==> src/agnus_pkg.sv <==
// ------------------------------------------------
// chip bus core shared types: bus widths, register
// offsets, bus owner enum and the request, grant,
// enable and cpu structs
// ------------------------------------------------

`default_nettype none

package agnus_pkg;

  // ------------------------------------------------
  // widths
  localparam int chip_addr_w = 20; // word address, chip address bits 20..1
  localparam int reg_addr_w  = 8;  // 256 word register bank
  localparam int data_w      = 16;
  localparam int dmacon_w    = 13; // stored DMACON bits 12..0

  // ------------------------------------------------
  // register word offsets
  localparam logic [reg_addr_w-1:0] reg_dmacon  = 8'h4b; // DMACON write (byte 0x096)
  localparam logic [reg_addr_w-1:0] reg_dmaconr = 8'h01; // DMACONR read (byte 0x002)
  localparam logic [reg_addr_w-1:0] reg_idle    = 8'hff; // no register selected

  // who holds the chip bus in the current slot
  typedef enum logic [2:0] {
    cpu      = 3'd0, // no dma, cpu gets the slot
    disk     = 3'd1,
    refresh  = 3'd2,
    audio    = 3'd3,
    bitplane = 3'd4,
    sprite   = 3'd5,
    copper   = 3'd6,
    blitter  = 3'd7
  } bus_owner_t;

  // one dma engine's request to the arbiter
  typedef struct packed {
    logic                   req;         // request or slot-use flag
    logic                   we;          // memory write
    logic [chip_addr_w-1:0] address;     // chip ram word address
    logic [reg_addr_w-1:0]  reg_address; // destination register
  } dma_chan_t;

  // what the arbiter puts on the chip bus
  typedef struct packed {
    bus_owner_t             owner;
    logic [chip_addr_w-1:0] address;
    logic [reg_addr_w-1:0]  reg_address;
    logic                   dbr;         // agnus holds the data bus
    logic                   dbwe;        // dma memory write
    logic                   cpu_custom;  // cpu owns chip ram and registers
  } bus_grant_t;

  // decoded DMACON enables, master bit already applied
  typedef struct packed {
    logic bplen;
    logic copen;
    logic blten;
    logic spren;
    logic bltpri; // blitter nasty
  } dma_enables_t;

  // cpu side of the register bank
  typedef struct packed {
    logic                  aen;     // register bank select
    logic                  rd;
    logic                  hwr;     // high byte write
    logic                  lwr;     // low byte write
    logic [reg_addr_w-1:0] address;
    logic [data_w-1:0]     data;
  } cpu_bus_t;

endpackage

`default_nettype wire

==> src/beam_timer.sv <==
// ------------------------------------------------
// horizontal slot counter with colour clock,
// refresh slot decode and line strobes
// ------------------------------------------------

`timescale 1ns/10ps
`default_nettype none

module beam_timer #(
  parameter int unsigned line_len = 454 // slots per line, pal
) (
  input  wire logic       clk,
  input  wire logic       reset,
  input  wire logic       clk7_en,       // one dma slot per enable
  output logic      [8:0] hpos,          // slot position in the line
  output logic            cck,           // colour clock, odd slots go to the chipset
  output logic            refresh,       // memory refresh slot
  output logic            sol,           // last slot of the line
  output logic            strhor_denise,
  output logic            strhor_paula
);

  // ------------------------------------------------
  // fixed slot positions
  localparam logic [8:0] hpos_last   = 9'(line_len - 1);
  localparam logic [8:0] hpos_denise = 9'd11; // 6*2-1, compensates denise pipeline delay
  localparam logic [8:0] hpos_paula  = 9'd13; // 6*2+1

  logic line_end; // counter sits on the last slot

  assign line_end = (hpos == hpos_last);

  // ------------------------------------------------
  // slot counter
  always_ff @(posedge clk) begin
    if (reset) begin
      hpos <= '0;
    end else if (clk7_en) begin
      if (line_end) begin
        hpos <= '0; // wrap to next line
      end else begin
        hpos <= hpos + 9'd1;
      end
    end
  end

  // ------------------------------------------------
  // slot decode
  assign cck = hpos[0]; // odd slots

  // refresh takes the odd slots 1, 3, 5 and 7
  assign refresh = (hpos[8:3] == 6'd0) && hpos[0];

  assign sol           = line_end;
  assign strhor_denise = (hpos == hpos_denise); // no vpos condition here
  assign strhor_paula  = (hpos == hpos_paula);

  // ------------------------------------------------
  // line length check
  // counter must wrap before it gets to line_len
  hpos_in_line: assert property (
    @(posedge clk) disable iff (reset)
    hpos < line_len
  );

endmodule

`default_nettype wire

==> src/dma_control.sv <==
// ------------------------------------------------
// DMACON register: set/clear write, channel
// enable decode and DMACONR read-back
// ------------------------------------------------

`timescale 1ns/10ps
`default_nettype none

module dma_control (
  input  wire logic                              clk,
  input  wire logic                              reset,
  input  wire logic                              clk7_en,
  input  wire logic [agnus_pkg::reg_addr_w-1:0]  reg_address, // decoded bus register address
  input  wire logic [agnus_pkg::data_w-1:0]      data_in,     // cpu write data
  input  wire logic                              blit_busy,   // blitter status flags
  input  wire logic                              blit_zero,
  output agnus_pkg::dma_enables_t                enables,
  output logic      [agnus_pkg::data_w-1:0]      data_out     // DMACONR or zero
);

  // ------------------------------------------------
  // DMACON bit positions
  localparam int bit_setclr = 15; // 1 sets, 0 clears the written ones
  localparam int bit_bltpri = 10;
  localparam int bit_dmaen  = 9;  // master enable
  localparam int bit_bplen  = 8;
  localparam int bit_copen  = 7;
  localparam int bit_blten  = 6;
  localparam int bit_spren  = 5;

  logic [agnus_pkg::dmacon_w-1:0] dmacon;     // stored control bits
  logic [agnus_pkg::dmacon_w-1:0] wr_bits;    // written mask
  logic                           wr_dmacon;  // write strobe this slot

  assign wr_dmacon = clk7_en && (reg_address == agnus_pkg::reg_dmacon);
  assign wr_bits   = data_in[agnus_pkg::dmacon_w-1:0];

  // ------------------------------------------------
  // set/clear write
  always_ff @(posedge clk) begin
    if (reset) begin
      dmacon <= '0;
    end else if (wr_dmacon) begin
      if (data_in[bit_setclr]) begin
        dmacon <= dmacon | wr_bits;  // or in
      end else begin
        dmacon <= dmacon & ~wr_bits; // and out
      end
    end
  end

  // ------------------------------------------------
  // enable decode, each channel needs the master bit too
  assign enables.bplen  = dmacon[bit_bplen] & dmacon[bit_dmaen];
  assign enables.copen  = dmacon[bit_copen] & dmacon[bit_dmaen];
  assign enables.blten  = dmacon[bit_blten] & dmacon[bit_dmaen];
  assign enables.spren  = dmacon[bit_spren] & dmacon[bit_dmaen];
  assign enables.bltpri = dmacon[bit_bltpri]; // not gated by master

  // read-back, or'd onto the shared read bus so zero when not selected
  always_comb begin
    if (reg_address == agnus_pkg::reg_dmaconr) begin
      data_out = {1'b0, blit_busy, blit_zero, dmacon};
    end else begin
      data_out = '0;
    end
  end

endmodule

`default_nettype wire

==> src/bus_arbiter.sv <==
// ------------------------------------------------
// fixed-priority chip bus arbiter with blitter
// slowdown counter and cpu register decode
// ------------------------------------------------

`timescale 1ns/10ps
`default_nettype none

module bus_arbiter #(
  parameter int unsigned bls_cnt_max = 3 // cpu misses before the blitter backs off
) (
  input  wire logic                    clk,
  input  wire logic                    clk7_en,
  input  wire logic                    cck,      // colour clock, low on even slots
  input  wire logic                    refresh,  // refresh slot
  input  agnus_pkg::dma_enables_t      enables,
  input  wire logic                    bls,      // cpu is waiting for the bus
  input  agnus_pkg::cpu_bus_t          cpu,
  input  agnus_pkg::dma_chan_t         disk,     // slot-use flag channels
  input  agnus_pkg::dma_chan_t         audio,
  input  agnus_pkg::dma_chan_t         bitplane,
  input  agnus_pkg::dma_chan_t         sprite,   // req/ack channels
  input  agnus_pkg::dma_chan_t         copper,
  input  agnus_pkg::dma_chan_t         blitter,
  output agnus_pkg::bus_grant_t        grant,
  output logic                         ack_spr,
  output logic                         ack_cop,
  output logic                         ack_blt,
  output logic                         ena_cop,  // no higher channel blocks the copper
  output logic                         ena_blt   // no higher channel blocks the blitter
);

  localparam int cnt_w = $clog2(bls_cnt_max + 1);

  // refresh looks like a read cycle with no target
  localparam agnus_pkg::dma_chan_t ref_chan = '{
    req:         1'b1,
    we:          1'b0,
    address:     '0,
    reg_address: agnus_pkg::reg_idle
  };

  logic [cnt_w-1:0]                 bls_cnt;  // memory cycles the cpu has missed
  logic                             bls_full; // blitter must let the cpu in
  logic [agnus_pkg::reg_addr_w-1:0] reg_address_cpu;

  // channels that take the current slot
  logic dma_dsk;
  logic dma_aud;
  logic dma_bpl;
  logic dma_spr;
  logic dma_cop;
  logic dma_blt;

  // grant for one dma channel, we_ok only for disk and blitter
  function automatic agnus_pkg::bus_grant_t chan_grant(
    input agnus_pkg::bus_owner_t owner,
    input agnus_pkg::dma_chan_t  chan,
    input logic                  we_ok
  );
    agnus_pkg::bus_grant_t g;
    g.owner       = owner;
    g.address     = chan.address;
    g.reg_address = chan.reg_address;
    g.dbr         = 1'b1;           // agnus drives the data bus
    g.dbwe        = chan.we & we_ok;
    g.cpu_custom  = 1'b0;
    return g;
  endfunction

  // ------------------------------------------------
  // request qualification
  assign bls_full = (bls_cnt == cnt_w'(bls_cnt_max));

  assign dma_dsk = disk.req;
  assign dma_aud = audio.req;
  assign dma_bpl = bitplane.req & enables.bplen; // engine gating done here
  assign dma_spr = sprite.req & enables.spren;
  assign dma_cop = copper.req & enables.copen;
  assign dma_blt = blitter.req & enables.blten & ~bls_full;

  // cpu only selects a register during an actual access
  assign reg_address_cpu = (cpu.aen && (cpu.rd || cpu.hwr || cpu.lwr)) ?
                           cpu.address : agnus_pkg::reg_idle;

  // copper slots can only be stolen by bitplanes
  assign ena_cop = ~dma_bpl;
  assign ena_blt = ~(dma_dsk | refresh | dma_aud | dma_bpl | dma_spr | dma_cop) & ~bls_full;

  // ------------------------------------------------
  // priority mux, first match wins
  always_comb begin
    ack_spr = 1'b0;
    ack_cop = 1'b0;
    ack_blt = 1'b0;
    if (dma_dsk) begin
      grant = chan_grant(agnus_pkg::disk, disk, 1'b1);
    end else if (refresh) begin
      grant = chan_grant(agnus_pkg::refresh, ref_chan, 1'b0);
    end else if (dma_aud) begin
      grant = chan_grant(agnus_pkg::audio, audio, 1'b0);
    end else if (dma_bpl) begin
      grant = chan_grant(agnus_pkg::bitplane, bitplane, 1'b0);
    end else if (dma_spr) begin
      grant   = chan_grant(agnus_pkg::sprite, sprite, 1'b0);
      ack_spr = 1'b1;
    end else if (dma_cop) begin
      grant   = chan_grant(agnus_pkg::copper, copper, 1'b0);
      ack_cop = 1'b1;
    end else if (dma_blt) begin
      grant   = chan_grant(agnus_pkg::blitter, blitter, 1'b1);
      ack_blt = 1'b1;
    end else begin
      // slot free for the cpu
      grant.owner       = agnus_pkg::cpu;
      grant.address     = '0;
      grant.reg_address = reg_address_cpu;
      grant.dbr         = 1'b0;
      grant.dbwe        = 1'b0;
      grant.cpu_custom  = 1'b1;
    end
  end

  // ------------------------------------------------
  // blitter slowdown, counts on even slots only
  always_ff @(posedge clk) begin
    if (clk7_en && !cck) begin
      if (!bls || enables.bltpri) begin
        bls_cnt <= '0; // cpu got in or nasty mode
      end else if (!bls_full) begin
        bls_cnt <= bls_cnt + 1'b1;
      end
    end
  end

  // ------------------------------------------------
  // handshake checks, held off until the counter has settled
  ack_onehot: assert property (
    @(posedge clk) disable iff ($isunknown(bls_cnt))
    $onehot0({ack_spr, ack_cop, ack_blt})
  );

  ack_spr_req: assert property (
    @(posedge clk) disable iff ($isunknown(bls_cnt))
    $rose(ack_spr) |-> sprite.req
  );

  ack_cop_req: assert property (
    @(posedge clk) disable iff ($isunknown(bls_cnt))
    $rose(ack_cop) |-> copper.req
  );

  ack_blt_req: assert property (
    @(posedge clk) disable iff ($isunknown(bls_cnt))
    $rose(ack_blt) |-> blitter.req
  );

endmodule

`default_nettype wire

==> src/agnus_bus.sv <==
// ------------------------------------------------
// chip bus core top level: slot timer, DMACON
// and bus arbiter
// ------------------------------------------------

`timescale 1ns/10ps
`default_nettype none

module agnus_bus #(
  parameter int unsigned line_len    = 454, // pal line in slots
  parameter int unsigned bls_cnt_max = 3
) (
  input  wire logic                          clk,
  input  wire logic                          reset,
  input  wire logic                          clk7_en,      // slot enable
  input  wire logic                          bls,          // blitter slowdown request
  input  agnus_pkg::cpu_bus_t                cpu,
  input  agnus_pkg::dma_chan_t               disk,
  input  agnus_pkg::dma_chan_t               audio,
  input  agnus_pkg::dma_chan_t               bitplane,
  input  agnus_pkg::dma_chan_t               sprite,
  input  agnus_pkg::dma_chan_t               copper,
  input  agnus_pkg::dma_chan_t               blitter,
  input  wire logic                          blit_busy,
  input  wire logic                          blit_zero,
  output agnus_pkg::bus_grant_t              grant,
  output logic      [agnus_pkg::data_w-1:0]  data_out,     // register read data
  output logic      [8:0]                    hpos,
  output logic                               cck,
  output logic                               sol,
  output logic                               strhor_denise,
  output logic                               strhor_paula,
  output logic                               ack_spr,
  output logic                               ack_cop,
  output logic                               ack_blt,
  output logic                               ena_cop,
  output logic                               ena_blt
);

  logic                    refresh; // refresh slot, timer to arbiter
  agnus_pkg::dma_enables_t enables; // decoded DMACON

  // ------------------------------------------------
  // horizontal slot timer
  beam_timer #(
    .line_len      (line_len)
  ) beam_timer_inst (
    .clk           (clk),
    .reset         (reset),
    .clk7_en       (clk7_en),
    .hpos          (hpos),
    .cck           (cck),
    .refresh       (refresh),
    .sol           (sol),
    .strhor_denise (strhor_denise),
    .strhor_paula  (strhor_paula)
  );

  // ------------------------------------------------
  // DMACON, decodes the granted register address
  dma_control dma_control_inst (
    .clk           (clk),
    .reset         (reset),
    .clk7_en       (clk7_en),
    .reg_address   (grant.reg_address), // loop back from the arbiter
    .data_in       (cpu.data),
    .blit_busy     (blit_busy),
    .blit_zero     (blit_zero),
    .enables       (enables),
    .data_out      (data_out)
  );

  // ------------------------------------------------
  // priority arbiter
  bus_arbiter #(
    .bls_cnt_max   (bls_cnt_max)
  ) bus_arbiter_inst (
    .clk           (clk),
    .clk7_en       (clk7_en),
    .cck           (cck),
    .refresh       (refresh),
    .enables       (enables),
    .bls           (bls),
    .cpu           (cpu),
    .disk          (disk),
    .audio         (audio),
    .bitplane      (bitplane),
    .sprite        (sprite),
    .copper        (copper),
    .blitter       (blitter),
    .grant         (grant),
    .ack_spr       (ack_spr),
    .ack_cop       (ack_cop),
    .ack_blt       (ack_blt),
    .ena_cop       (ena_cop),
    .ena_blt       (ena_blt)
  );

endmodule

`default_nettype wire

==> config.mk <==
export PLATFORM = sky130hd
export DESIGN_NAME = agnus_bus
export DESIGN_NICKNAME = d
export VERILOG_FILES = /design/src/agnus_pkg.sv /design/src/beam_timer.sv /design/src/dma_control.sv /design/src/bus_arbiter.sv /design/src/agnus_bus.sv
export SDC_FILE = /design/constraint.sdc
export NUM_CORES = 1
export LEC_CHECK = 0
export ABC_AREA = 1
export BUFFER_PORTS_ARGS = -buffer_cell sky130_fd_sc_hd__buf_2
export CORE_AREA = 2 2 110 112
export DETAILED_ROUTE_END_ITERATION = 8
export DIE_AREA = 0 0 112 114
export GPL_TIMING_DRIVEN = 0
export SETUP_SLACK_MARGIN = 0.15
export SYNTH_ARGS = -nofsm -noshare
export SYNTH_HDL_FRONTEND = slang
export SYNTH_SLANG_ARGS = --single-unit
==> constraint.sdc <==
create_clock -name clk -period 2.8 [get_ports clk]
set_input_delay 0.28 -clock clk [delete_from_list [all_inputs] [get_ports clk]]
set_output_delay 0.28 -clock clk [all_outputs]
set_load 0.1 [all_outputs]
---- Word-level counts from Yosys, hierarchy flattened ----
Cells that the tools add are included.
word-level totals
  register bits ........................... 24
  logic and storage cells ................. 74
  output and inout port bits .............. 68
  bits of input ports ..................... 214
operators by class
  muxes and demuxes ....................... 30
  reductions and logical operators ........ 11
  bitwise operators ....................... 21
  equality and inequality tests ........... 7
  $add $sub $neg .......................... 2
operators by type and width
  operator             number
  $mux 34              7
  $eq 9x4->1 const B   2
  $mux 1               18
  $mux 15              1
  $and 13x13->13       1
  $mux 13              1
  $not 13->13          1
  $or 13x13->13        1
  $and 1x1->1          10
  $add 9x1->9 const B  1
  $eq 9x9->1 const B   1
  $mux 9               1
  $eq 8x1->1 const B   1
  $eq 8x7->1 const B   1
  $mux 8               1
  $logic_not 6->1      1
  $or 1x1->1           5
  $logic_and 1x1->1    4
  $logic_or 1x1->1     3
  $not 1->1            3
  $add 2x1->2 const B  1
  $eq 2x2->1 const B   1
  $logic_not 1->1      2
  $mux 2               1
  other kinds (2)      2

---- Logic depth before layout (Yosys ltp) ----
  depth after elaboration ................. 13
  mapped depth ............................ 19
  gate-level depth less buffers ........... 18

---- Hierarchy ----
Synthesis repeated with hierarchy kept, for this count alone.
unflattened totals
  cell total of the unflattened synthesis .. 619
  area, all modules ....................... 3,580.9 um^2
modules (own cells, without submodules)
  module       sequential area each (um^2)  cells an instance  area an instance (um^2)  times used
  bus_arbiter  60.1                         396                2,107.0                  1
  dma_control  260.2                        139                914.6                    1
  beam_timer   180.2                        84                 559.3                    1

---- Worst setup path after synthesis ----
OpenSTA, ideal clock, no wires.
  kind .................................... reg-to-reg
  start ................................... reg beam_timer_inst.hpos[0]
  end ..................................... reg beam_timer_inst.hpos[7]
  required time ........................... 2.659 ns
  setup slack ............................. -2.125 ns
  setup time .............................. 0.141 ns
  cell stages (with the launch flop) ...... 7
  path buffers ............................ 0
  arrival ................................. 4.785 ns
  cells stage by stage .................... dfxtp_1 -> ha_1 -> nand3_1 -> nor4_1 -> nand2_1 -> nand2_1 -> a221oi_1
on the way
  word-level cells in the longest chain between the ends .. 2
  elaborated cells between the ends (all ways) .. 3
  classes of those cells .................. 1 x add/sub; 1 x eq/ne; 1 x mux
ends and longest elaborated chain
  item                      line              text
  start: declaration        beam_timer.sv:15  output logic [8:0] hpos,
  start signal: assignment  beam_timer.sv:42  hpos <= hpos + 9'd1;
  $eq 9x9->1                beam_timer.sv:31  assign line_end = (hpos == hpos_last);
  via sol                   agnus_bus.sv:30   output logic sol,
  $mux 9                    beam_timer.sv:39  if (line_end) begin
The timed path passes the listed nets, and every way through them passes these cells.
A chain may end at the register's enable or synchronous reset.

---- Worst setup path after layout ----
  start ................................... reg bus_arbiter_inst.bls_cnt[0]
  end ..................................... out data_out[7] in the netlist's numbering
on the way
  word-level cells in the longest chain between the ends .. 12
ends and longest elaborated chain
  item                      line                text
  start: declaration        bus_arbiter.sv:43   logic [cnt_w-1:0] bls_cnt;
  start signal: assignment  bus_arbiter.sv:131  bls_cnt <= bls_cnt + 1'b1;
  $eq 2x2->1                bus_arbiter.sv:73   assign bls_full = (bls_cnt == cnt_w'(bls_cnt_max));
  $not 1->1                 bus_arbiter.sv:80   assign dma_blt = blitter.req & enables.blten & ~bls_full;
  $and 1x1->1               bus_arbiter.sv:80
  $mux 34                   bus_arbiter.sv:110  end else if (dma_blt) begin
  $mux 34                   bus_arbiter.sv:107  end else if (dma_cop) begin
  $mux 34                   bus_arbiter.sv:104  end else if (dma_spr) begin
  $mux 34                   bus_arbiter.sv:102  end else if (dma_bpl) begin
  $mux 34                   bus_arbiter.sv:100  end else if (dma_aud) begin
  $mux 34                   bus_arbiter.sv:98   end else if (refresh) begin
  $mux 34                   bus_arbiter.sv:96   if (dma_dsk) begin
  $eq 8x1->1                dma_control.sv:62   if (reg_address == agnus_pkg::reg_dmaconr) begin
  $mux 15                   dma_control.sv:62
  end: declaration          agnus_bus.sv:27     output logic [agnus_pkg::data_w-1:0] data_out,
Every way passes these cells.

==> results_dict.tcl <==
set metrics [dict create \
    hp-class "input pin to flop" \
    n_fill_cell 1189 \
    firstDrtPassIters 4 \
    grt_max_degree 15 \
    hold_path_end "beam_timer_inst.hpos[4]" \
    reg2regPathDepth 19 \
    power_density_nw_per_um2 271 \
    antenna_cells 0 \
    holdBufCountCts 0 \
    instances_no_fill 989 \
    portBuffers 273 \
    avgSynthCellArea_um2 5.86 \
    hpwl_um 12200 \
    syn_inst 534 \
    r2r_slack_ns 0.33 \
    clkTransAtPathRegs_ns 0.07 \
    yosysSeqAreaShare_pct 16.0 \
    arrival_ns 2.73 \
    hold_depth 2 \
    drt_iter0_drc 359 \
    syn2layout_area_growth_pct 94.9 \
    synth_area_um2 3130 \
    cts.path.max_buffers 2 \
    maxCapViolCount 0 \
    rows 40 \
    wl_per_cell_um 16.0 \
    ios 282 \
    track_usage_pct 22.2 \
    fin_crit_ns 3.01 \
    irDropWorstVdd_v 0.000283 \
    path_max_fanout 5 \
    p_leak_uw 0.00302 \
    coreArea_um2 11700 \
    antenna_found_initial 1 \
    path_class "flop to primary output" \
    grt_pass1_vias 4519 \
    skew_ns 0.00368 \
    die_h_um 114 \
    ys_ff_latch 24 \
    rsz0062_at_grt "yes" \
    yosysWarnings 0 \
    cp.required_ns 2.52 \
    post-route-period-util_pct 107 \
    fin_nets 1060 \
    vias 4742 \
    setup_slack_ns -0.207 \
    gp_congestion 0.899 \
    whs_ns 0.178 \
    synth_flop_cell "dfxtp_1" \
    timing.fmax_mhz 333 \
    rr_startpoint "bus_arbiter_inst.bls_cnt[0]" \
    die_w_um 112 \
    cp-start-kind "flop" \
    utilization_pct 52.1 \
    cp-end-kind "primary output" \
    async_flop_share_pct 0 \
    ant_nets 0 \
    grt_pass1_wl_um 22600 \
    slew_viol_final 0 \
    placed_cells 954 \
    startpoint "bus_arbiter_inst.bls_cnt[0]" \
    violations "setup timing" \
    grt-ovfl-total 0 \
    place_ws_ns -0.414 \
    status "complete, but fails checks" \
    cts_root_buffer "clkbuf_16" \
    clock_latency_ns 0.27 \
    layout-drive-gt1-share_pct 55.5 \
    die_area_um2 12800 \
    cts_made_buffers 3 \
    cts_tree "done" \
    h-tree-depth 1 \
    relSlewSlack_pct 61.3 \
    clock_sinks 24 \
    start_util_pct 26.7 \
    synth_cell_types 47 \
    drc_errors 0 \
    worstHoldStart "reset" \
    finalHoldViolCount 0 \
    viasPerCell 4.79 \
    total_power_uw 1660 \
    synth-edff-count 2 \
    wirelength_um 15900 \
    finalSetupViolCount 15 \
    worst_pin_slew_ns 0.581 \
    syn_nets 751 \
]
per-layer routing:
layer  vias up  global-route usage [%]  share of wire [%]  wire, um
met5         -                       0              0.057         9
met1      2151                    23.8                 37      5860
li1       2393                       -                  -         -
met3        23                    3.72                6.7      1060
met4         2                    5.04                2.0       314
met2       173                    44.9                 54      8620
cell usage after synthesis, types with 4 or more instances:
cell type    n  area share (%)
nand2_1    148              18
nor2_1      83              10
inv_1       48             5.8
o21ai_0     35             5.6
dfxtp_1     22              14
nand3_1     20             3.2
o22ai_1     19             3.8
a221oi_1    17             4.8
clkbuf_1    16             1.9
a21oi_1     14             2.2
nand4_2     10             4.0
o211ai_1    10             2.4
nor3_1       8             1.3
or2_2        8             1.6
nand2_2      7             1.4
buf_4        6             1.4
inv_2        6            0.72
nand3b_1     5             1.2
a22oi_1      4            0.96
nor2_2       4            0.80
nor3b_1      4            0.96
final cells by class:
type	instances	area, um^2	area share (%)
plain buffers	31	240	3.94
clock buffers	3	75.1	1.23
clock inverters	1	30.0	0.492
inverters	57	221	3.63
multi-input cells	422	2630	43.2
flip-flops and latches	24	526	8.61
well taps	147	184	3.01
repair buffers	304	2190	35.9
how the worst max path moves through the flow:
| stage | end | slack, ns |
|---|---|---|
| 2_1_floorplan | data_out[10] | -0.50 |
| 3_3_place_gp | data_out[10] | -0.42 |
| 3_5_place_dp | data_out[10] | -0.41 |
| 4_1_cts | data_out[5] | -0.25 |
| 5_1_grt | data_out[5] | -0.32 |
| 6_report | data_out[7] | -0.21 |
kinds of logic after synthesis:
logic type	synth area share, %
AOI/OAI and AO/OA	21.6
xor gates and xnor gates	0.560
adders and majority gates	1.20
buffers and inverters	13.3
DFF	16.0
other	0.120
and+or+nand+nor	47.2
per-stage QoR:
| stage | instance area, um^2 | TNS [ns] |
|---|---|---|
| global placement | 4950 | -5.06 |
| finish | 6100 | -2.70 |
| detailed placement | 4950 | -5.03 |
| CTS | 5530 | -3.44 |
| global route | 6100 | -4.46 |
| floorplan | 3400 | -6.47 |
worst max-delay path, cell delays in order, from the launching register on:
cell and delay (ns):
edfxtp_1 0.44, ha_4 0.20, buf_12 0.12, nor2_4 0.10, nand3_4 0.13, nor2_4 0.14, nand2_1 0.07, nand3_2 0.08
nand2_2 0.06, a21oi_4 0.17, nand2_4 0.09, nor2_8 0.13, nand4_4 0.13, buf_6 0.16, buf_12 0.14, nor2_4 0.12
buf_12 0.18
report_power, final:
part           total, uW  leakage, uW  switching [uW]  internal (uW)
logic                884      0.00277             584            299
clock network        418    0.0000511             133            285
registers            355     0.000204            6.67            348
total               1660      0.00302             724            932
placed cells by master (no fill, tap or decap), types with 5 or more instances in the layout:
cell type	instances
a221oi_1	14
clkbuf_16	6
buf_6	12
o211ai_1	10
or2_2	8
buf_8	5
nand4_2	9
nand3b_1	5
o21ai_0	16
nand2_2	27
dfxtp_4	5
clkbuf_1	8
inv_1	44
clkbuf_4	8
nor2_4	22
nor2_1	59
a21oi_1	11
inv_2	8
clkbuf_2	6
o21ai_1	9
buf_12	31
buf_4	30
dfxtp_2	5
buf_2	229
nand3_1	17
nor2_2	8
o21ai_2	12
nand2_1	127
dfxtp_1	12
o22ai_1	19
timing repair:
action | 4_1_cts | 5_1_grt
pin swaps | 17 | 51
gates resized for setup | 102 | 115
buffers inserted | 14 | 13
setup endpoints to repair | 35 | 53
hold endpoints to repair | 0 | 0
gates cloned | 1 | 3
Note: power is estimated with default switching activity, not from simulation.
